`src/source/besm_bus_pkg.sv`:
```
/* Shared definitions for the external bus: word width, bus operation codes,
   bus I/O register index and the semaphore bit set by read-modify-write */
package besm_bus_pkg;

    localparam int WORD_BITS     = 64;  // Memory and register word width
    localparam int SEMAPHORE_BIT = 55;  // Set by RDMWR on write back

    // Bus operations as issued by the processor
    typedef enum logic [3:0] {
        IDLE  = 4'd0,   // Nothing to do
        CCRD  = 4'd1,   // Instruction cache read, no bus cycles
        CCWR  = 4'd2,   // Instruction cache write, no bus cycles
        DCRD  = 4'd3,   // Operand cache read, no bus cycles
        DCWR  = 4'd4,   // Operand cache write, no bus cycles
        FETCH = 4'd8,   // Instruction fetch into RG1
        DRD   = 4'd9,   // Operand read into RG2
        DWR   = 4'd10,  // Result write from RG3
        RDMWR = 4'd11,  // Atomic read, set semaphore, write back
        BTRWR = 4'd12,  // Block transfer write
        BTRRD = 4'd13,  // Block transfer read
        BICLR = 4'd14,  // Clear bus interrupts, no bus cycles
        BIRD  = 4'd15   // Poll bus interrupts, no bus cycles
    } bus_op_t;

    // Bus I/O register selected by the arbiter
    typedef enum logic [1:0] {
        ADDR  = 2'd0,   // RG0 physical address
        CMD   = 2'd1,   // RG1 fetched instruction
        RDATA = 2'd2,   // RG2 loaded operand
        WDATA = 2'd3    // RG3 data to store
    } reg_index_t;

endpackage

```
`src/source/bus_arbiter.sv`:
```
/* Bus arbiter: latches the requested bus operation and walks it step by step,
   driving register-port and memory strobes until done rises again */
`timescale 1ns/1ps

module bus_arbiter (
    input  logic                     clk,
    input  logic                     reset,
    input  logic                     request,  // One-cycle start pulse
    input  logic                     suspend,  // Abort and hold
    input  besm_bus_pkg::bus_op_t    req_op,   // Operation, sampled with request

    output besm_bus_pkg::reg_index_t arx,      // Bus I/O register index
    output logic                     ecx,      // Register port enable
    output logic                     wrx,      // Register capture from memory
    output logic                     astb,     // Memory address strobe
    output logic                     atomic,   // RDMWR in progress
    output logic                     rd,       // Memory read
    output logic                     wr,       // Memory write
    output logic                     done      // Level, high when idle
);

    localparam logic [2:0] MAX_STEP = 3'd7;    // Counter stops here

    logic [2:0]            step;               // Position in the sequence
    besm_bus_pkg::bus_op_t opcode;             // Latched operation
    logic                  batch_mode;         // Previous op was a block transfer
    logic                  block;              // Latched op is BTRWR or BTRRD
    logic                  skip;               // Address step left out
    logic [2:0]            phase;              // Step as seen by the sequence
    logic [2:0]            seq_len;            // Steps in the current sequence
    logic                  active;             // Sequence still running

    always_ff @(posedge clk) begin
        if (reset)
            step <= 3'd0;
        else if (request)
            step <= 3'd0;                      // Restart on every request
        else if (!done && !suspend && step != MAX_STEP)
            step <= step + 3'd1;
    end

    always_ff @(posedge clk) begin
        if (reset || suspend)
            opcode <= besm_bus_pkg::IDLE;      // Suspend drops the operation
        else if (request)
            opcode <= req_op;
    end

    // Block mode survives only across back-to-back block transfers
    always_ff @(posedge clk) begin
        if (reset)
            batch_mode <= 1'b0;
        else if (done && !suspend)
            batch_mode <= block;               // Updated once the op has finished
    end

    assign block  = (opcode == besm_bus_pkg::BTRWR) || (opcode == besm_bus_pkg::BTRRD);
    assign skip   = block && batch_mode;       // Counter already points at next word
    assign phase  = step + {2'b00, skip};
    assign atomic = (opcode == besm_bus_pkg::RDMWR);

    always_comb begin
        seq_len = 3'd0;                        // No bus cycles unless listed
        arx     = besm_bus_pkg::RDATA;
        wrx     = 1'b0;
        astb    = 1'b0;
        rd      = 1'b0;
        wr      = 1'b0;

        case (opcode)
            besm_bus_pkg::FETCH,
            besm_bus_pkg::DRD,
            besm_bus_pkg::BTRRD: begin
                seq_len = 3'd3 - {2'b00, skip};
                if (opcode == besm_bus_pkg::FETCH)
                    arx = besm_bus_pkg::CMD;   // Instruction lands in RG1
                if (phase == 3'd0)
                    arx = besm_bus_pkg::ADDR;
                astb = (phase == 3'd0);        // Send address
                rd   = (phase == 3'd1);        // Get data
                wrx  = (phase == 3'd2);        // Capture word
            end

            besm_bus_pkg::DWR,
            besm_bus_pkg::BTRWR: begin
                seq_len = 3'd3 - {2'b00, skip};
                arx     = besm_bus_pkg::WDATA;
                if (phase == 3'd0)
                    arx = besm_bus_pkg::ADDR;
                astb = (phase == 3'd0);        // Send address
                wr   = (phase == 3'd2);        // Phase 1 only puts RG3 on the bus
            end

            besm_bus_pkg::RDMWR: begin
                seq_len = 3'd5;
                if (phase == 3'd0)
                    arx = besm_bus_pkg::ADDR;
                // Counter moved on after the read, so strobe the address again
                astb = (phase == 3'd0) || (phase == 3'd3);
                rd   = (phase == 3'd1);        // Read old word
                wrx  = (phase == 3'd2);        // Keep it in RG2
                wr   = (phase == 3'd4);        // Write back with semaphore set
            end

            besm_bus_pkg::IDLE,
            besm_bus_pkg::CCRD,
            besm_bus_pkg::CCWR,
            besm_bus_pkg::DCRD,
            besm_bus_pkg::DCWR,
            besm_bus_pkg::BICLR,
            besm_bus_pkg::BIRD: begin
                // Cache and interrupt ops finish with no bus cycles
            end

            default: begin
            end
        endcase

        active = !suspend && (step < seq_len);
        if (!active) begin                     // Past the end or aborted
            arx  = besm_bus_pkg::RDATA;
            wrx  = 1'b0;
            astb = 1'b0;
            rd   = 1'b0;
            wr   = 1'b0;
        end
        ecx  = active;
        done = !active;
    end

endmodule

```
`config.mk`:
```
export PLATFORM = sky130hd
export DESIGN_NAME = bus_arbiter
export DESIGN_NICKNAME = d
export VERILOG_FILES = /design/src/source/besm_bus_pkg.sv /design/src/source/bus_arbiter.sv
export SDC_FILE = /design/constraint.sdc
export NUM_CORES = 1
export LEC_CHECK = 0
export BUFFER_PORTS_ARGS = -buffer_cell sky130_fd_sc_hd__buf_2
export CAP_MARGIN = 20
export CORE_AREA = 2 2 39 41
export DETAILED_ROUTE_END_ITERATION = 8
export DIE_AREA = 0 0 41 43
export PLACE_DENSITY = 0.79
export SETUP_SLACK_MARGIN = 0.5
export SYNTH_ARGS = -nofsm -noshare
export SYNTH_HDL_FRONTEND = slang
export SYNTH_SLANG_ARGS = --single-unit
export TNS_END_PERCENT = 50
```
`constraint.sdc`:
```
create_clock -name clk -period 5.12 [get_ports clk]
set_input_delay 1.024 -clock clk [delete_from_list [all_inputs] [get_ports clk]]
set_output_delay 1.024 -clock clk [all_outputs]
set_load 0.05 [all_outputs]
```
After elaboration in Yosys (flattened, before gate mapping)

Index checks and enable logic that the tools add are counted.

Register bits: 8
Output and inout port bits: 9
Word-level logic and storage cells: 49
Bits of input ports: 8

Reduce and logical (&&, ||, !) cells: 16
Mux-type cells: 15
Eq/ne operators: 11
Add/sub/neg operators: 3
Order comparisons: 1

Operators by type and width:

| cell                                                              | number |
|---|---|
| 4-bit == test, second input constant                              | 6 |
| 2-bit 2-to-1 mux                                                  | 5 |
| 3-bit by 2-bit == test with 1-bit output, second input constant   | 2 |
| 1-bit 2-to-1 mux                                                  | 6 |
| 2-bit case mux with 3 select lines                                | 1 |
| 3-bit case mux with 2 select lines                                | 1 |
| 1-bit logical AND                                                 | 5 |
| 5-bit OR reduction                                                | 1 |
| 1-bit case mux with 2 select lines                                | 2 |
| 2-bit OR reduction                                                | 2 |
| 4-bit OR reduction                                                | 1 |
| 3-bit by 1-bit adder with 3-bit output                            | 1 |
| 3-bit by 1-bit adder with 3-bit output, second input constant     | 1 |
| 3-bit by 1-bit == test with 1-bit output, second input constant   | 1 |
| 3-bit == test, second input constant                              | 1 |
| 3-bit logical NOT                                                 | 1 |
| 1-bit logical OR                                                  | 3 |
| 3-bit less-than comparator                                        | 1 |
| 3-bit != test, second input constant                              | 1 |
| 3-bit OR reduction                                                | 1 |
| 2-bit by 1-bit subtractor with 3-bit output, first input constant | 1 |
| 1-bit logical NOT                                                 | 2 |

Longest topological paths before layout

Depth after elaboration: 9
Gate-level depth with buffers: 11
Mapped depth without buffers: 9

Worst setup path after synthesis

No wires, ideal clock.

Kind: register to output
Start: register opcode[1]
End: output port astb
Arrival time: 2.970 ns
Buffers on the path: 2
Path slack: 1.126 ns
Stages on the path, launching flop included: 11
Required time: 4.096 ns
Cell sequence: dfxtp_1 -> clkbuf_1 -> nand2_1 -> nor2_1 -> nand2_1 -> ha_1 -> nor4b_4 -> a22oi_2 -> or2_1 -> buf_6 -> nor3_1

Word-level cells in the longest chain between the ends: 8
Elaborated cells between the ends (all ways): 19
Classes of those cells: 2 x add/sub; 1 x order compare; 7 x eq/ne; 3 x mux; 6 x reduce/logical

RTL lines:

| item                                                                                                         | RTL line                                                | text |
|---|---|---|
| start: declaration                                                                                           | bus_arbiter.sv:25                                       | `besm_bus_pkg::bus_op_t opcode;` |
| start signal: assignment                                                                                     | bus_arbiter.sv:44                                       | `opcode <= besm_bus_pkg::IDLE;` |
| start signal: assignment                                                                                     | bus_arbiter.sv:46                                       | `opcode <= req_op;` |
| 4-bit == test                                                                                                | bus_arbiter.sv:57, bus_arbiter.sv:70                    |  |
| 1-bit logical OR                                                                                             | bus_arbiter.sv:57                                       | `assign block = (opcode == besm_bus_pkg::BTRWR) \|\| (opcode == besm_bus_pkg::BTRRD);` |
| 1-bit logical AND                                                                                            | bus_arbiter.sv:58                                       | `assign skip = block && batch_mode;` |
| 2-bit by 1-bit subtractor with 3-bit output / 3-bit by 1-bit adder with 3-bit output (equally long branches) | bus_arbiter.sv:74, bus_arbiter.sv:86, bus_arbiter.sv:59 |  |
| 3-bit case mux with 2 select lines (tied with other cells)                                                   | bus_arbiter.sv:70                                       | `case (opcode)` |
| 3-bit less-than comparator / 1-bit logical OR (equally long branches)                                        | bus_arbiter.sv:119, bus_arbiter.sv:99                   |  |
| 1-bit logical AND / 1-bit case mux with 2 select lines (equally long branches)                               | bus_arbiter.sv:119, bus_arbiter.sv:70                   |  |
| 1-bit 2-to-1 mux *                                                                                           | bus_arbiter.sv:120                                      | `if (!active) begin` |
| end: declaration                                                                                             | bus_arbiter.sv:15                                       | `output logic astb,` |

Every way passes the cells marked *; elsewhere a longest branch is shown, timed or not.

Worst setup path in the final report

Start: register opcode[1]
End: output port arx[1]

Word-level cells in the longest chain between the ends: 8
Elaborated cells between the ends (all ways): 23
Classes of those cells: 2 x add/sub; 1 x order compare; 6 x eq/ne; 7 x mux; 7 x reduce/logical

RTL lines:

| item                                                                                                         | RTL line                                                | text |
|---|---|---|
| 4-bit == test                                                                                                | bus_arbiter.sv:57, bus_arbiter.sv:70                    |  |
| 1-bit logical OR                                                                                             | bus_arbiter.sv:57                                       |  |
| 1-bit logical AND                                                                                            | bus_arbiter.sv:58                                       |  |
| 2-bit by 1-bit subtractor with 3-bit output / 3-bit by 1-bit adder with 3-bit output (equally long branches) | bus_arbiter.sv:74, bus_arbiter.sv:86, bus_arbiter.sv:59 |  |
| 3-bit case mux with 2 select lines / 3-bit logical NOT (equally long branches)                               | -                                                       |  |
| 3-bit less-than comparator (tied with other cells)                                                           | bus_arbiter.sv:119                                      | `active = !suspend && (step < seq_len);` |
| 1-bit logical AND / 2-bit case mux with 3 select lines (equally long branches)                               | bus_arbiter.sv:119, bus_arbiter.sv:70                   |  |
| 2-bit 2-to-1 mux *                                                                                           | bus_arbiter.sv:120                                      |  |
| end: declaration                                                                                             | bus_arbiter.sv:12                                       | `output besm_bus_pkg::reg_index_t arx,` |

Marks and branches as above.

==> flow_summary.toml <==
[critical_path]
critPathArrivalTime_ns = 2.82
critical_path_class = "flip-flop to output port"
cp_max_fo = 11
cp-end-kind = "output port"
crit_required_ns = 4.10
worstSetupStartpointType = "flip-flop"

[pwr]
p_per_area_mw_per_mm2 = 174
p_clk_frac = 0.364
p_seq_frac = 0.496
power_frac_comb = 0.140
power.switching_w = 0.0000358
internal-power_w = 0.0000980
p_leak_nw = 0.333
vdd_drop_max_mv = 0.134
sw_frac_of_total = 0.267

[floorplanning]
io_pins = 17
fp.dieW_um = 41
start_util = 0.487
fp.dieArea_mm2 = 0.00176
fp.dieH_um = 43
row_count = 14
coreArea_mm2 = 0.00138

[placed_design]
dpl.hpwl_mm = 1.12
io_buffers = 16
place.gp.congestion = 0.912

[yosys]
syn_avg_cell_area_um2 = 8.76
ys_ff_latch = 8
synth-main-ff-cell = "dfxtp_1"
synthTopCellsByArea = "dfxtp_1 24%, ha_1 11%, mux2i_1 7.4%"
synth_most_common_cell = "dfxtp_1"
synth_common_cells = "8 x dfxtp_1, 7 x nand2_1, 6 x ha_1, 6 x nor3_1"
yosys.area.top_type = "dfxtp_1"
synth_cell_types = 32
yosys_warnings = 0
syn_inst = 77
netlist_area_um2 = 674
seq_area_frac_synth = 0.237
async_reset_ff_frac = 0
synth_nets = 91
synth_edf_count = 0
yosysTopAreaCellShare = 0.237

[cts]
cts_made_buffers = 3
ctsHoldBuffers = 0
htreeDepth = 1
clk_latency_ns = 0.26
cts_sinks = 8
post_cts_resized = 0
cts_tree = "done"
clkTransAtPathRegs_ns = 0.05
cts_buffer_depth = 2
cts-root-buf = "clkbuf_4"
cts_setup_buffers = 0

[sta]
tightest_slew_ns = 0.515
hold_viol = 0
min_period_over_period = 0.751
finalMaxSlewViolations = 0
slew-limit-headroom = 0.656
setup_tns_ns = 0
timing.hold.ws_ns = 0.523
fmax_mhz = 260
finalCriticalPeriod_ns = 3.84
rsz0062_at_grt = "no"
worst_clock_skew_ns = 0.00247
setup_viol_count_final = 0

[route]
vias = 637
wl_per_cell_um = 13.2
top_layer = "met4"
routed_wirelength_mm = 1.41
met1_length_um = 607
remaining_drc_errors = 0
dr_wl_met2_um = 699
firstDrtPassIters = 4
first_iter_violations = 16
viasPerCell = 5.95
detail-route-antenna-nets = 0
dr_wl_met3_um = 81

[outcome]
run_status = "finished, final reports clean"

[final_layout]
n_antenna_cell = 0
nets = 107
area_growth_pct = 14.3
drive_gt1_frac = 0.264
n_fill_cell = 129

[global_routing]
antenna_found_initial = 0
grt_overflow_total = 0
grt_pass1_wl_mm = 2.51
first_global_vias = 557
track_usage = 0.212
grt_start_max_net_pins = 12

[hold_path]
hold_path_class = "flip-flop to flip-flop"

[run]
max_cap_violations = 0
[path summary, 6_finish.rpt]
check             start         end  slack (ns)  depth (start not counted)
max           opcode[1]      arx[1]        1.28                          9
min          batch_mode  batch_mode        0.52                          2
max reg2reg   opcode[1]     step[2]        2.92                          8
min reg2reg  batch_mode  batch_mode        0.52                          2
[cell usage in the layout, fill, tap and decap left out, drive strengths merged]
master  netlist  routed
buf           1      16
o311ai        2       2
a31oi         1       1
nor3b         1       1
or2           1       1
and3b         3       3
o32a          1       1
or4           1       1
and2          1       1
a221oi        1       1
clkbuf        4       3
a21boi        1       1
inv           3       3
ha            6       6
nand4         1       1
o21ai         4       4
a21oi         1       1
mux2i         5       5
a22oi         1       1
nor2          5       5
nor4b         2       2
nand3b        1       1
nor4          3       3
o21a          1       1
xnor2         2       2
dfxtp         8       8
o31ai         3       3
nand2         7       7
nor3          6       6
[final cells by class]
class	count	area [um^2]	area share
multi-input combinational	61	477	0.619
sequential	8	160	0.208
timing repair buffer	16	80.1	0.104
clock buffer	3	22.5	0.0292
tap	16	20.0	0.0260
inverter	3	11.3	0.0146
[stage by stage]
stage | total power [W] | cell area [um^2] | setup WS, ns | util | std cells
floorplan | 0.0000814 | 674 | 1.13 | - | 77
global route | 0.000141 | 771 | 0.982 | 0.557 | 107
CTS | 0.000135 | 771 | 1.29 | 0.557 | 107
finish | 0.000134 | 771 | 1.28 | 0.557 | 107
global placement | 0.0000859 | 748 | 1.62 | 0.541 | 104
detailed placement | 0.0000865 | 748 | 1.60 | 0.541 | 104
[power groups by stage]
stage               combinational (W)  sequential [W]  clock (W)
global placement            0.0000183       0.0000675          0
detailed placement          0.0000189       0.0000676          0
CTS                         0.0000188       0.0000663  0.0000497
floorplan                   0.0000154       0.0000660          0
global route                0.0000208       0.0000666  0.0000534
finish                      0.0000188       0.0000664  0.0000487
[cell families (layout without fill, tap and decap cells)]
group,count (synthesis),in the layout,share of synthesized area
flops,8,8,0.237
xor+xnor,2,2,0.0260
buf+inv,8,22,0.0556
compound gates,16,16,0.174
mux,5,5,0.0742
fa+ha+maj,6,6,0.111
simple gates,32,32,0.321
[worst max-delay path: stages, from the launching register on]
cell and delay [ns]:
dfxtp_1 0.51, and3b_2 0.26, and2_1 0.15, ha_1 0.17, ha_1 0.19, xnor2_1 0.29
nor3b_1 0.50, a21oi_1 0.11, nand3b_1 0.17, buf_2 0.21
[sequential cells by signal, indices dropped and copies added, names as in the netlist]
signal / count
opcode: 4
batch_mode: 1
step: 3
[routing by layer]
layer,track usage,vias up
li1,-,319
met4,0.0933,0
met2,0.313,21
met1,0.275,293
met5,0,-
met3,0.0628,4
No activity file was read; power rests on OpenSTA's default activity.
