--- src/source/besm_bus_pkg.sv ---
/* Shared definitions for the external bus: word width, bus operation codes,
   bus I/O register index and the semaphore bit set by read-modify-write */
package besm_bus_pkg;

    localparam int WORD_BITS     = 64;  // Memory and register word width
    localparam int SEMAPHORE_BIT = 55;  // Set by RDMWR on write back

    // Bus operations as issued by the processor
    typedef enum logic [3:0] {
        IDLE  = 4'd0,   // Nothing to do
        CCRD  = 4'd1,   // Instruction cache read, no bus cycles
        CCWR  = 4'd2,   // Instruction cache write, no bus cycles
        DCRD  = 4'd3,   // Operand cache read, no bus cycles
        DCWR  = 4'd4,   // Operand cache write, no bus cycles
        FETCH = 4'd8,   // Instruction fetch into RG1
        DRD   = 4'd9,   // Operand read into RG2
        DWR   = 4'd10,  // Result write from RG3
        RDMWR = 4'd11,  // Atomic read, set semaphore, write back
        BTRWR = 4'd12,  // Block transfer write
        BTRRD = 4'd13,  // Block transfer read
        BICLR = 4'd14,  // Clear bus interrupts, no bus cycles
        BIRD  = 4'd15   // Poll bus interrupts, no bus cycles
    } bus_op_t;

    // Bus I/O register selected by the arbiter
    typedef enum logic [1:0] {
        ADDR  = 2'd0,   // RG0 physical address
        CMD   = 2'd1,   // RG1 fetched instruction
        RDATA = 2'd2,   // RG2 loaded operand
        WDATA = 2'd3    // RG3 data to store
    } reg_index_t;

endpackage

--- src/source/busio_registers.sv ---
/* Bus I/O registers RG0..RG3 between processor and memory; the arbiter picks
   one for capture or for driving the outgoing data word */
`timescale 1ns/1ps

module busio_registers #(
    parameter int ADDR_WIDTH = 8               // Memory address bits
) (
    input  logic                                clk,
    input  logic                                reset,
    input  logic                                request,    // Load RG0 and RG3
    input  logic                                ecx,        // Register port enable
    input  logic                                wrx,        // Capture from memory
    input  logic                                atomic,     // Force semaphore bit
    input  besm_bus_pkg::reg_index_t            arx,        // Selected register
    input  logic [ADDR_WIDTH-1:0]               cpu_addr,
    input  logic [besm_bus_pkg::WORD_BITS-1:0]  cpu_wdata,
    input  logic [besm_bus_pkg::WORD_BITS-1:0]  mem_rdata,

    output logic [ADDR_WIDTH-1:0]               bus_addr,   // RG0 to memory
    output logic [besm_bus_pkg::WORD_BITS-1:0]  bus_wdata,  // Selected register out
    output logic [besm_bus_pkg::WORD_BITS-1:0]  cmd_word,   // RG1 to processor
    output logic [besm_bus_pkg::WORD_BITS-1:0]  data_word   // RG2 to processor
);

    logic [ADDR_WIDTH-1:0]              rg0;       // Address
    logic [besm_bus_pkg::WORD_BITS-1:0] rg1;       // Fetched instruction
    logic [besm_bus_pkg::WORD_BITS-1:0] rg2;       // Loaded operand
    logic [besm_bus_pkg::WORD_BITS-1:0] rg3;       // Store data
    logic [besm_bus_pkg::WORD_BITS-1:0] sel_word;  // Register picked by arx
    logic                               capture;

    assign capture = ecx && wrx;

    always_ff @(posedge clk) begin
        if (request)
            rg0 <= cpu_addr;
        else if (capture && arx == besm_bus_pkg::ADDR)
            rg0 <= mem_rdata[ADDR_WIDTH-1:0];  // Low bits only
    end

    always_ff @(posedge clk) begin
        if (reset)
            rg1 <= '0;
        else if (capture && arx == besm_bus_pkg::CMD)
            rg1 <= mem_rdata;
    end

    always_ff @(posedge clk) begin
        if (reset)
            rg2 <= '0;
        else if (capture && arx == besm_bus_pkg::RDATA)
            rg2 <= mem_rdata;
    end

    always_ff @(posedge clk) begin
        if (request)
            rg3 <= cpu_wdata;
        else if (capture && arx == besm_bus_pkg::WDATA)
            rg3 <= mem_rdata;
    end

    always_comb begin
        sel_word = '0;
        case (arx)
            besm_bus_pkg::ADDR:  sel_word[ADDR_WIDTH-1:0] = rg0;  // Zero extended
            besm_bus_pkg::CMD:   sel_word = rg1;
            besm_bus_pkg::RDATA: sel_word = rg2;
            besm_bus_pkg::WDATA: sel_word = rg3;
            default:             sel_word = rg3;
        endcase
    end

    // RDMWR writes the old word back marked as taken, RG2 keeps it as read
    always_comb begin
        bus_wdata = sel_word;
        if (atomic)
            bus_wdata[besm_bus_pkg::SEMAPHORE_BIT] = 1'b1;
    end

    assign bus_addr  = rg0;
    assign cmd_word  = rg1;
    assign data_word = rg2;

endmodule

--- config.mk ---
export PLATFORM = sky130hd
export DESIGN_NAME = busio_registers
export DESIGN_NICKNAME = d
export VERILOG_FILES = /design/src/source/besm_bus_pkg.sv /design/src/source/busio_registers.sv
export SDC_FILE = /design/constraint.sdc
export NUM_CORES = 1
export LEC_CHECK = 0
export ABC_AREA = 0
export CORE_ASPECT_RATIO = 0.8
export CORE_MARGIN = 4
export CORE_UTILIZATION = 35
export DETAILED_ROUTE_END_ITERATION = 8
export DONT_BUFFER_PORTS = 1
export GPL_TIMING_DRIVEN = 0
export SLEW_MARGIN = 10
export SYNTH_ARGS = -nofsm -noshare
export SYNTH_HDL_FRONTEND = slang
export SYNTH_SLANG_ARGS = --single-unit
--- constraint.sdc ---
create_clock -name clk -period 2.6 [get_ports clk]
set_input_delay 0.13 -clock clk [delete_from_list [all_inputs] [get_ports clk]]
set_output_delay 0.13 -clock clk [all_outputs]
set_load 0.01 [all_outputs]
# Word level (Yosys, flattened, before mapping)

Cells that the tools add are included.

Multiplexer cells: 7
Reductions and logical operators: 8
Equality and inequality tests: 3

Operator list:

| kind                                                 | count |
|---|---|
| case mux 56 bit (3 select lines)                     | 1 |
| two-way mux 64 bit                                   | 2 |
| case mux 8 bit (4 select lines)                      | 1 |
| two-way mux 8 bit                                    | 2 |
| logical AND 1 bit                                    | 5 |
| equality test 2 bit (second input constant)          | 2 |
| nonzero test 2 bit                                   | 2 |
| equality test 2 x 1 -> 1 bit (second input constant) | 1 |
| zero test 2 bit                                      | 1 |
| two-way mux 1 bit                                    | 1 |

Input bits: 144
Bits in registers: 200
Word-level logic and storage cells: 22
Output and inout port bits: 200

# Longest topological paths before layout

Gate-level depths: netlist (run 1).

Depth after elaboration: 4
Mapped depth: 6
Mapped depth without buffers: 2

# Least setup slack after synthesis (run 1)

No wires, ideal clock.

Path kind: input-to-reg
Start point: input port request
End point: register rg3[0] in the netlist's numbering (enable)
Slack: 0.151 ns
Stages: 3
Arrival: 2.023 ns
Path buffers: 2
Required time: 2.175 ns
Setup time: 0.425 ns
Cells stage by stage: buf_2 buf_1 a41o_1

Longest elaborated chain between the ends: 1

Ends and longest elaborated chain:

| item                                | RTL line              | RTL |
|---|---|---|
| from (decl)                         | busio_registers.sv:10 | `input logic request,` |
| nonzero test 2 bit (no source line) | n/a                   |  |
| to (signal assigned)                | busio_registers.sv:57 | `rg3 <= cpu_wdata;` |
| to (signal assigned)                | busio_registers.sv:59 | `rg3 <= mem_rdata;` |
| to (decl)                           | busio_registers.sv:28 | `logic [besm_bus_pkg::WORD_BITS-1:0] rg3;` |

No other way between the ends.
A chain may end at the register's enable or synchronous reset.

# Worst setup path in the final report (run 1)

Start point: input port arx[1]
End point: output port bus_wdata[29] in the netlist's numbering

Longest elaborated chain between the ends: 2
Elaborated cells on any way between the ends: 4
Those cells by class: eq/ne: 3; mux: 1

Ends and longest elaborated chain:

| item                                                                       | RTL line              | RTL |
|---|---|---|
| from (decl)                                                                | busio_registers.sv:14 | `input besm_bus_pkg::reg_index_t arx,` |
| equality test 2 bit / equality test 2 x 1 -> 1 bit (equally long branches) | busio_registers.sv:64 | `case (arx)` |
| case mux 56 bit (3 select lines) *                                         | busio_registers.sv:64 |  |
| to (decl)                                                                  | busio_registers.sv:20 | `output logic [besm_bus_pkg::WORD_BITS-1:0] bus_wdata,` |

Every way passes the cells marked *; elsewhere a longest branch is shown, timed or not.

==> results.sh, run 1 <==
export IMPL_run_status="finished, final reports clean"
export IMPL_rows=54
export IMPL_grt_ovfl_total=0
export IMPL_nets=1113
export IMPL_whs_ns=0.0640
export IMPL_r2r_cells=2
export IMPL_ys_ff_latch=200
export IMPL_critPathTopFamily="buffers and inverters"
export IMPL_synthesis_nets=954
export IMPL_via_count=6958
export IMPL_yosys_most_used_dff="dfxtp_1"
export IMPL_r2r_end="data_word[11]$_SDFFE_PP0P_"
export IMPL_slowest_stage="clkbuf_1"
export IMPL_period_share_pct=64.0
export IMPL_layout_drive_gt1_share_pct=19.6
export IMPL_crit_arrival_ns=1.53
export IMPL_clkTransAtPathRegs_ns=0.08
export IMPL_final_area_um2=12400
export IMPL_final_core_util_pct=45.0
export IMPL_grt_max_degree=47
export IMPL_synth_area_um2=9920
export IMPL_synthCells=810
export IMPL_cp_depth=4
export IMPL_p_int_w=0.00545
export IMPL_whs_path_depth=3
export IMPL_port_buffers=0
export IMPL_synth_cell_types=23
export IMPL_ios=344
export IMPL_drv_slew=0
export IMPL_grt_pass1_wl_um=47200
export IMPL_placed_area_um2=10400
export IMPL_setup_violations=0
export IMPL_peakVddDrop_mv=0.425
export IMPL_antenna_found_initial=1
export IMPL_diodes=0
export IMPL_r2r_setup_slack_ns=1.83
export IMPL_grt_pass1_vias=7389
export IMPL_dr_pass1_iters=4
export IMPL_critPathRequiredTime_ns=2.47
export IMPL_yosysTopAreaCell="dfxtp_1"
export IMPL_yosysTopAreaCellShare_pct=25.8
export IMPL_ant_nets=0
export IMPL_die_area_um2=31100
export IMPL_critPathMaxStageDelay_ns=0.54
export IMPL_clk_latency_ns=0.43
export IMPL_synth_edff_count=72
export IMPL_clockBufferDepth=2
export IMPL_worstSetupPathType="input port to primary output"
export IMPL_fillers=2566
export IMPL_critPathLaunchType="input port"
export IMPL_drt_total_wl_um=31700
export IMPL_start_util_pct=36.0
export IMPL_synthToLayoutAreaGrowth_pct=25.0
export IMPL_dpl_hpwl_um=22200
export IMPL_cts_root_buf="clkbuf_16"
export IMPL_crit_path_frequent_cell="buf_2"
export IMPL_routabilityCongestion=0.775
export IMPL_worstPathMaxFanout=10
export IMPL_hold_path_end="cmd_word[54]$_SDFFE_PP0P_"
export IMPL_hold_start="wrx"
export IMPL_hp_class="input port to flop"
export IMPL_cp_end_kind="primary output"
export IMPL_timing_fmax_mhz=601
export IMPL_core_um2=27600
export IMPL_power_per_cell_area_nw_per_um2=589
export IMPL_power_frac_seq_pct=48.5
export IMPL_cts_tree="yes"
export IMPL_cts_made_buffers=17
export IMPL_relSlewSlack_pct=53.7
export IMPL_leakagePower_nw=4.93
export IMPL_hold_viol=0
export IMPL_synth_seq_area_share_pct=47.6
export IMPL_clock_sinks=200
export IMPL_fin_skew_ns=0
export IMPL_p_switching_w=0.00186
export IMPL_routedWlPerCell_um=23.5
export IMPL_switching_share_pct=25.4
export IMPL_ys_warn_count=0
export IMPL_maxCapViolCount=0
export IMPL_rsz0062_at_grt="false"
export IMPL_period_needed_ns=1.66
export IMPL_synthArstFlopShare_pct=0
export IMPL_tightestPinTransition_ns=0.695
export IMPL_drc=0
export IMPL_r2r_start="data_word[11]$_SDFFE_PP0P_"
export IMPL_die_h_um=159
export IMPL_die_w_um=196
export IMPL_avgSynthCellArea_um2=12.2
export IMPL_clkPwrFrac_pct=38.5
export IMPL_pwr_share_comb_pct=13.0
export IMPL_cts_repair_resized=0
export IMPL_cp_cell_sequence="buf_2, buf_2, clkbuf_1, a22o_1"
export IMPL_cp_buffers_inverters=3
export IMPL_grtUsageTotal_pct=19.8
export IMPL_via_per_inst=5.17
export IMPL_htreeDepth=4
export IMPL_synth_area_leaders="dfxtp_1, edfxtp_1, mux2i_1, nand2b_1, mux2_2"
export IMPL_drt_initial_drc_count=295
layout make-up:
type | instances | area [µm²] | area share, %
plain buffers | 66 | 470 | 3.79
clock buffers | 17 | 425 | 3.43
clock inverters | 15 | 174 | 1.40
multi-input cells | 544 | 4740 | 38.2
flip-flops and latches | 200 | 4720 | 38.1
well taps | 364 | 455 | 3.67
repair buffers | 140 | 1420 | 11.4
layout by cell type, fill, tap and decap left out, drive strengths merged:
master	Yosys	final
nand2b	200	200
dlygate4sd3	0	139
mux2i	128	128
dfxtp	128	128
mux2	112	112
edfxtp	72	72
a22o	55	55
clkbuf	27	44
buf	39	40
nand2	32	32
mux4	8	8
clkinv	0	6
inv	0	4
bufinv	0	3
and4b	2	2
clkinvlp	0	2
nand4b	2	2
nor2b	1	1
nor2	1	1
a31o	1	1
a41o	1	1
a221o	1	1
cells by family (layout without fill, tap and decap cells):
family | count (synthesis) | in the layout | synth area share (%)
compound gates | 58 | 58 | 5.15
simple gates | 238 | 238 | 14.4
flops | 200 | 200 | 47.6
mux | 248 | 248 | 28.1
buf+inv | 66 | 238 | 4.74
what timing repair did:
item / CTS / global route
hold endpoints to repair: 200 / 0
hold buffers: 139 / 0
endpoints found under the setup margin: 0 / 0
setup buffers: 0 / 0
flip-flops by register name, summed over array words and instances (netlist names):
register / flops
cmd_word: 64
data_word: 64
rg3: 64
bus_addr: 8
layer usage:
layer / routed length [µm] / track usage [%] / vias to the layer above / share of wire [%]
met5: 7 / 0 / - / 0.022
met4: 380 / 5.15 / 2 / 1.2
met3: 2150 / 5.71 / 27 / 6.8
met2: 15100 / 32.8 / 264 / 48
met1: 14000 / 25.7 / 3458 / 44
li1: - / - / 3207 / -
how the worst max path moves through the flow:
stage               slack, ns  startpoint           endpoint
finish                   0.94      arx[1]      bus_wdata[29]
global placement        -1.38     request  rg3[34]$_DFFE_PP_
global route             0.82      arx[1]      bus_wdata[42]
CTS                      0.90      arx[1]      bus_wdata[42]
detailed placement       0.57     request  rg3[35]$_DFFE_PP_
floorplan                0.15     request   rg3[0]$_DFFE_PP_
power groups by stage:
| stage | logic [W] | clock network, W | registers (W) |
|---|---|---|---|
| after CTS | 0.000953 | 0.00290 | 0.00354 |
| after global placement | 0.000742 | 0 | 0.00361 |
| after global routing | 0.00102 | 0.00302 | 0.00356 |
| after detailed placement | 0.000759 | 0 | 0.00361 |
| final | 0.000948 | 0.00281 | 0.00354 |
| after floorplan | 0.000583 | 0 | 0.00357 |
cells in the mapped netlist (2+ instances only):
| library cell | n |
|---|---|
| dfxtp_1 | 128 |
| nand2_1 | 32 |
| buf_2 | 20 |
| buf_4 | 2 |
| edfxtp_1 | 72 |
| nand2b_1 | 200 |
| and4b_1 | 2 |
| a22o_1 | 55 |
| clkbuf_1 | 27 |
| mux2i_1 | 128 |
| mux2_4 | 18 |
| mux2_2 | 94 |
| buf_6 | 8 |
| buf_12 | 8 |
| mux4_2 | 8 |
tightest hold or removal path, delay by kind of cell:
kind                   cells  cell delay, ns
AND/OR/NAND/NOR            1            0.07
multiplexers               1            0.08
buffers and inverters      1            0.17
stage by stage:
| step | power, W | setup TNS, ns | setup WS [ns] | instances |
|---|---|---|---|---|
| detailed placement | 0.00437 | 0 | 0.573 | 1175 |
| global placement | 0.00435 | -87.67 | -1.38 | 1174 |
| CTS | 0.00739 | 0 | 0.896 | 1346 |
| finish | 0.00730 | 0 | 0.937 | 1346 |
| global route | 0.00759 | 0 | 0.822 | 1346 |
| floorplan | 0.00415 | 0 | 0.151 | 810 |
Note: power is estimated with default switching activity, not from simulation.
==> inputs of run 2 (changes only) <==
- clock period: 2.6 -> 1.7 ns (I/O delays scaled with it)
==> results.sh, run 2 (same netlist as run 1, synthesis figures left out) <==
export IMPL_grt_pass1_wl_um=47300
export IMPL_drc=0
export IMPL_hp_class="input port to flop"
export IMPL_layout_drive_gt1_share_pct=19.6
export IMPL_via_per_inst=5.14
export IMPL_final_common_cell="nand2b_1"
export IMPL_run_status="finished, final reports clean"
export IMPL_crit_arrival_ns=1.49
export IMPL_nets=1119
export IMPL_grt_pass1_vias=7515
export IMPL_hold_start="wrx"
export IMPL_period_share_pct=92.7
export IMPL_drt_initial_drc_count=231
export IMPL_rows=54
export IMPL_critPathMaxStageDelay_ns=0.57
export IMPL_clkTransAtPathRegs_ns=0.07
export IMPL_rsz0062_at_grt="false"
export IMPL_grt_ovfl_total=0
export IMPL_worstSetupPathType="flop to primary output"
export IMPL_tightestPinTransition_ns=0.797
export IMPL_critPathLaunchType="flop"
export IMPL_clock_sinks=200
export IMPL_leakagePower_nw=4.95
export IMPL_p_int_w=0.00815
export IMPL_fin_skew_ns=0
export IMPL_drt_total_wl_um=31500
export IMPL_cts_root_buf="clkbuf_16"
export IMPL_slowest_stage="mux4_2"
export IMPL_preCtsSetupSlack_ns=-0.634
export IMPL_critPathTopFamily="multiplexers"
export IMPL_die_area_um2=31100
export IMPL_cp_startpoint="bus_addr[1]$_DFFE_PP_"
export IMPL_clk_latency_ns=0.43
export IMPL_post_cts_setup_buffer_count=0
export IMPL_worstPathMaxFanout=2
export IMPL_p_switching_w=0.00286
export IMPL_ios=344
export IMPL_clkPwrFrac_pct=37.6
export IMPL_htreeDepth=4
export IMPL_fin_ws_ns=0.124
export IMPL_dpl_hpwl_um=21700
export IMPL_cp_buffers_inverters=0
export IMPL_die_h_um=159
export IMPL_pwr_share_comb_pct=13.3
export IMPL_switching_share_pct=26.0
export IMPL_layout_common_cells="nand2b_1, dlygate4sd3_1, mux2i_1, dfxtp_1, mux2_2"
export IMPL_timing_fmax_mhz=635
export IMPL_cp_cell_sequence="mux4_2"
export IMPL_period_needed_ns=1.58
export IMPL_routedWlPerCell_um=23.3
export IMPL_power_frac_seq_pct=49.2
export IMPL_grt_max_degree=33
export IMPL_relSlewSlack_pct=46.9
export IMPL_core_um2=27600
export IMPL_peakVddDrop_mv=0.626
export IMPL_start_util_pct=36.0
export IMPL_synthToLayoutAreaGrowth_pct=25.6
export IMPL_cp_end_kind="primary output"
export IMPL_antenna_found_initial=1
export IMPL_setup_tns_ns=0
export IMPL_critPathRequiredTime_ns=1.62
export IMPL_die_w_um=196
export IMPL_port_buffers=0
export IMPL_ant_nets=0
export IMPL_setup_violations=0
export IMPL_routabilityCongestion=0.785
export IMPL_power_per_cell_area_nw_per_um2=884
export IMPL_cts_tree="yes"
export IMPL_grtUsageTotal_pct=19.9
export IMPL_maxCapViolCount=0
export IMPL_clockBufferDepth=2
export IMPL_r2r_start="data_word[63]$_SDFFE_PP0P_"
export IMPL_cts_made_buffers=17
export IMPL_dr_pass1_iters=4
export IMPL_drv_slew=0
export IMPL_hold_viol=0
export IMPL_via_count=6966
## run 2: per-stage QoR
step,instance area [µm²],util [%],power (W),hold WS (ns),std cells
floorplan,9930,-,0.00635,0.261,810
finish,12500,45.2,0.0110,0.128,1354
CTS,12500,45.2,0.0111,0.109,1352
global route,12500,45.2,0.0115,0.109,1353
global placement,10400,37.7,0.00665,0.271,1174
detailed placement,10400,37.7,0.00667,0.276,1174
## run 2: routing by layer
layer	track usage, %	share of wire (%)
met1	25.9	45
met2	33.3	48
met3	5.39	6.0
met4	5.22	1.3
met5	0	0
## run 2: area by class of cell
class / count / area, µm²
multi-input combinational: 545 / 4760
tap: 364 / 455
buffer: 66 / 472
sequential: 200 / 4720
fill: 2534 / 15100
clock inverter: 11 / 101
timing repair buffer: 145 / 1450
clock buffer: 21 / 493
antenna: 2 / 5.00
## run 2: worst paths after layout
kind	endpoint	slack, ns	cells after the start
hold reg to reg	data_word[29]$_SDFFE_PP0P_	0.55	2
hold / removal	bus_addr[1]$_DFFE_PP_	0.13	1
setup reg to reg	data_word[63]$_SDFFE_PP0P_	0.89	2
setup / recovery	bus_wdata[1]	0.12	1
## run 2: what timing repair did
| action | CTS | global route |
|---|---|---|
| setup endpoints to repair | 64 | 19 |
| endpoints found under the hold margin | 200 | 0 |
| gates cloned | 1 | 0 |
| hold buffers | 145 | 0 |
| gates resized for setup | 1 | 1 |
| pin swaps | 0 | 0 |
## run 2: power by group through the flow
stage | Combinational (W) | Clock (W) | Sequential (W)
after floorplan | 0.000894 | 0 | 0.00546
after global placement | 0.00113 | 0 | 0.00552
after detailed placement | 0.00114 | 0 | 0.00552
after CTS | 0.00147 | 0.00426 | 0.00541
after global routing | 0.00157 | 0.00446 | 0.00544
final | 0.00146 | 0.00414 | 0.00541
==> inputs of run 3 (changes only) <==
- clock period: 1.7 -> 1.95 ns (I/O delays scaled with it)
==> results.sh, run 3 (same netlist as run 1, synthesis figures left out) <==
export IMPL_dpl_hpwl_um=22400
export IMPL_clockBufferDepth=2
export IMPL_drt_initial_drc_count=294
export IMPL_fin_skew_ns=0
export IMPL_setup_violations=0
export IMPL_final_common_cell="nand2b_1"
export IMPL_grtUsageTotal_pct=19.9
export IMPL_critPathLaunchType="input port"
export IMPL_routabilityCongestion=0.809
export IMPL_rows=54
export IMPL_leakagePower_nw=4.93
export IMPL_relSlewSlack_pct=45.8
export IMPL_cts_root_buf="clkbuf_16"
export IMPL_start_util_pct=36.0
export IMPL_critPathRequiredTime_ns=1.85
export IMPL_hold_viol=0
export IMPL_whs_ns=0.0258
export IMPL_crit_arrival_ns=1.55
export IMPL_die_h_um=159
export IMPL_worstSetupPathType="input port to primary output"
export IMPL_run_status="finished, final reports clean"
export IMPL_antenna_found_initial=1
export IMPL_grt_max_degree=35
export IMPL_cts_made_buffers=17
export IMPL_die_area_um2=31100
export IMPL_cp_end_kind="primary output"
export IMPL_via_per_inst=5.17
export IMPL_timing_fmax_mhz=608
export IMPL_layout_drive_gt1_share_pct=19.6
export IMPL_power_per_cell_area_nw_per_um2=779
export IMPL_worstPathMaxFanout=10
export IMPL_final_core_util_pct=45.0
export IMPL_die_w_um=196
export IMPL_drt_total_wl_um=31700
export IMPL_nets=1115
export IMPL_peakVddDrop_mv=0.560
export IMPL_clkTransAtPathRegs_ns=0.08
export IMPL_drv_slew=0
export IMPL_tightestPinTransition_ns=0.814
export IMPL_grt_ovfl_total=0
export IMPL_period_needed_ns=1.65
export IMPL_dr_pass1_iters=4
export IMPL_layout_common_cells="nand2b_1, dlygate4sd3_1, mux2i_1, dfxtp_1, mux2_2"
export IMPL_drc=0
export IMPL_fillers=2572
export IMPL_via_count=6973
export IMPL_clk_latency_ns=0.44
export IMPL_period_share_pct=84.4
export IMPL_totalPowerFinal_w=0.00967
export IMPL_port_buffers=0
export IMPL_grt_pass1_vias=7536
export IMPL_hp_class="input port to flop"
export IMPL_htreeDepth=4
export IMPL_core_um2=27600
export IMPL_ios=344
export IMPL_cts_repair_resized=0
export IMPL_cts_tree="yes"
export IMPL_ant_nets=0
export IMPL_maxCapViolCount=0
export IMPL_grt_pass1_wl_um=47400
export IMPL_routedWlPerCell_um=23.5
export IMPL_clock_sinks=200
export IMPL_synthToLayoutAreaGrowth_pct=25.1
export IMPL_rsz0062_at_grt="false"
-- run 3: cell types whose count changed in the layout (fill, tap and decap cells not counted), sizes merged --
| cell | before | now |
|---|---|---|
| bufinv | 0 | 2 |
| diode | 2 | 1 |
| a41o | 2 | 1 |
| buf | 38 | 40 |
| clkinvlp | 0 | 2 |
| dlygate4sd3 | 145 | 141 |
| inv | 5 | 7 |
| clkbuf | 49 | 45 |
| clkinv | 6 | 3 |
-- run 3: report_power, final --
group          internal [W]  switching [W]
clock network       0.00193        0.00175
registers           0.00456       0.000162
logic              0.000665       0.000595
total               0.00716        0.00251
-- run 3: worst max-delay path: stages --
cell      delay (ns)
buf_2           0.17
buf_2           0.47
clkbuf_1        0.47
a22o_1          0.33
-- run 3: cell type report --
type	instances	area [µm²]	area share [%]
flip-flops and latches	200	4720	38.1
plain buffers	66	470	3.79
diodes	1	2.50	0.0202
multi-input cells	544	4740	38.2
clock inverters	14	161	1.30
well taps	364	455	3.67
clock buffers	18	429	3.46
repair buffers	142	1430	11.5
-- run 3: timing repair --
| item | 4_1_cts | 5_1_grt |
|---|---|---|
| buffers inserted | 0 | 0 |
| hold buffers | 141 | 0 |
| endpoints found under the hold margin | 200 | 0 |
-- run 3: layer usage --
layer | vias to the layer above | GRT usage [%] | part of all wire (%)
li1 | 3212 | - | -
met1 | 3463 | 25.4 | 44
met2 | 260 | 33.5 | 47
met3 | 36 | 5.71 | 7.1
met4 | 2 | 4.95 | 1.5
met5 | - | 0 | 0.041
-- run 3: final timing paths --
check / start / to / slack (ns) / cells after the start
setup / recovery: arx[1] / bus_wdata[54] / 0.30 / 4
hold / removal: ecx / cmd_word[54]$_SDFFE_PP0P_ / 0.03 / 3
setup reg to reg: cmd_word[62]$_SDFFE_PP0P_ / cmd_word[62]$_SDFFE_PP0P_ / 0.71 / 3
hold reg to reg: cmd_word[28]$_SDFFE_PP0P_ / cmd_word[28]$_SDFFE_PP0P_ / 0.55 / 2
-- run 3: metrics by stage --
step	setup slack [ns]	area [µm²]	TNS, ns	instances
floorplan	0.217	9920	0	810
global placement	-0.689	10400	-43.44	1174
detailed placement	-0.123	10400	-3.93	1175
CTS	0.268	12400	0	1348
global route	0.169	12400	0	1348
finish	0.304	12400	0	1349
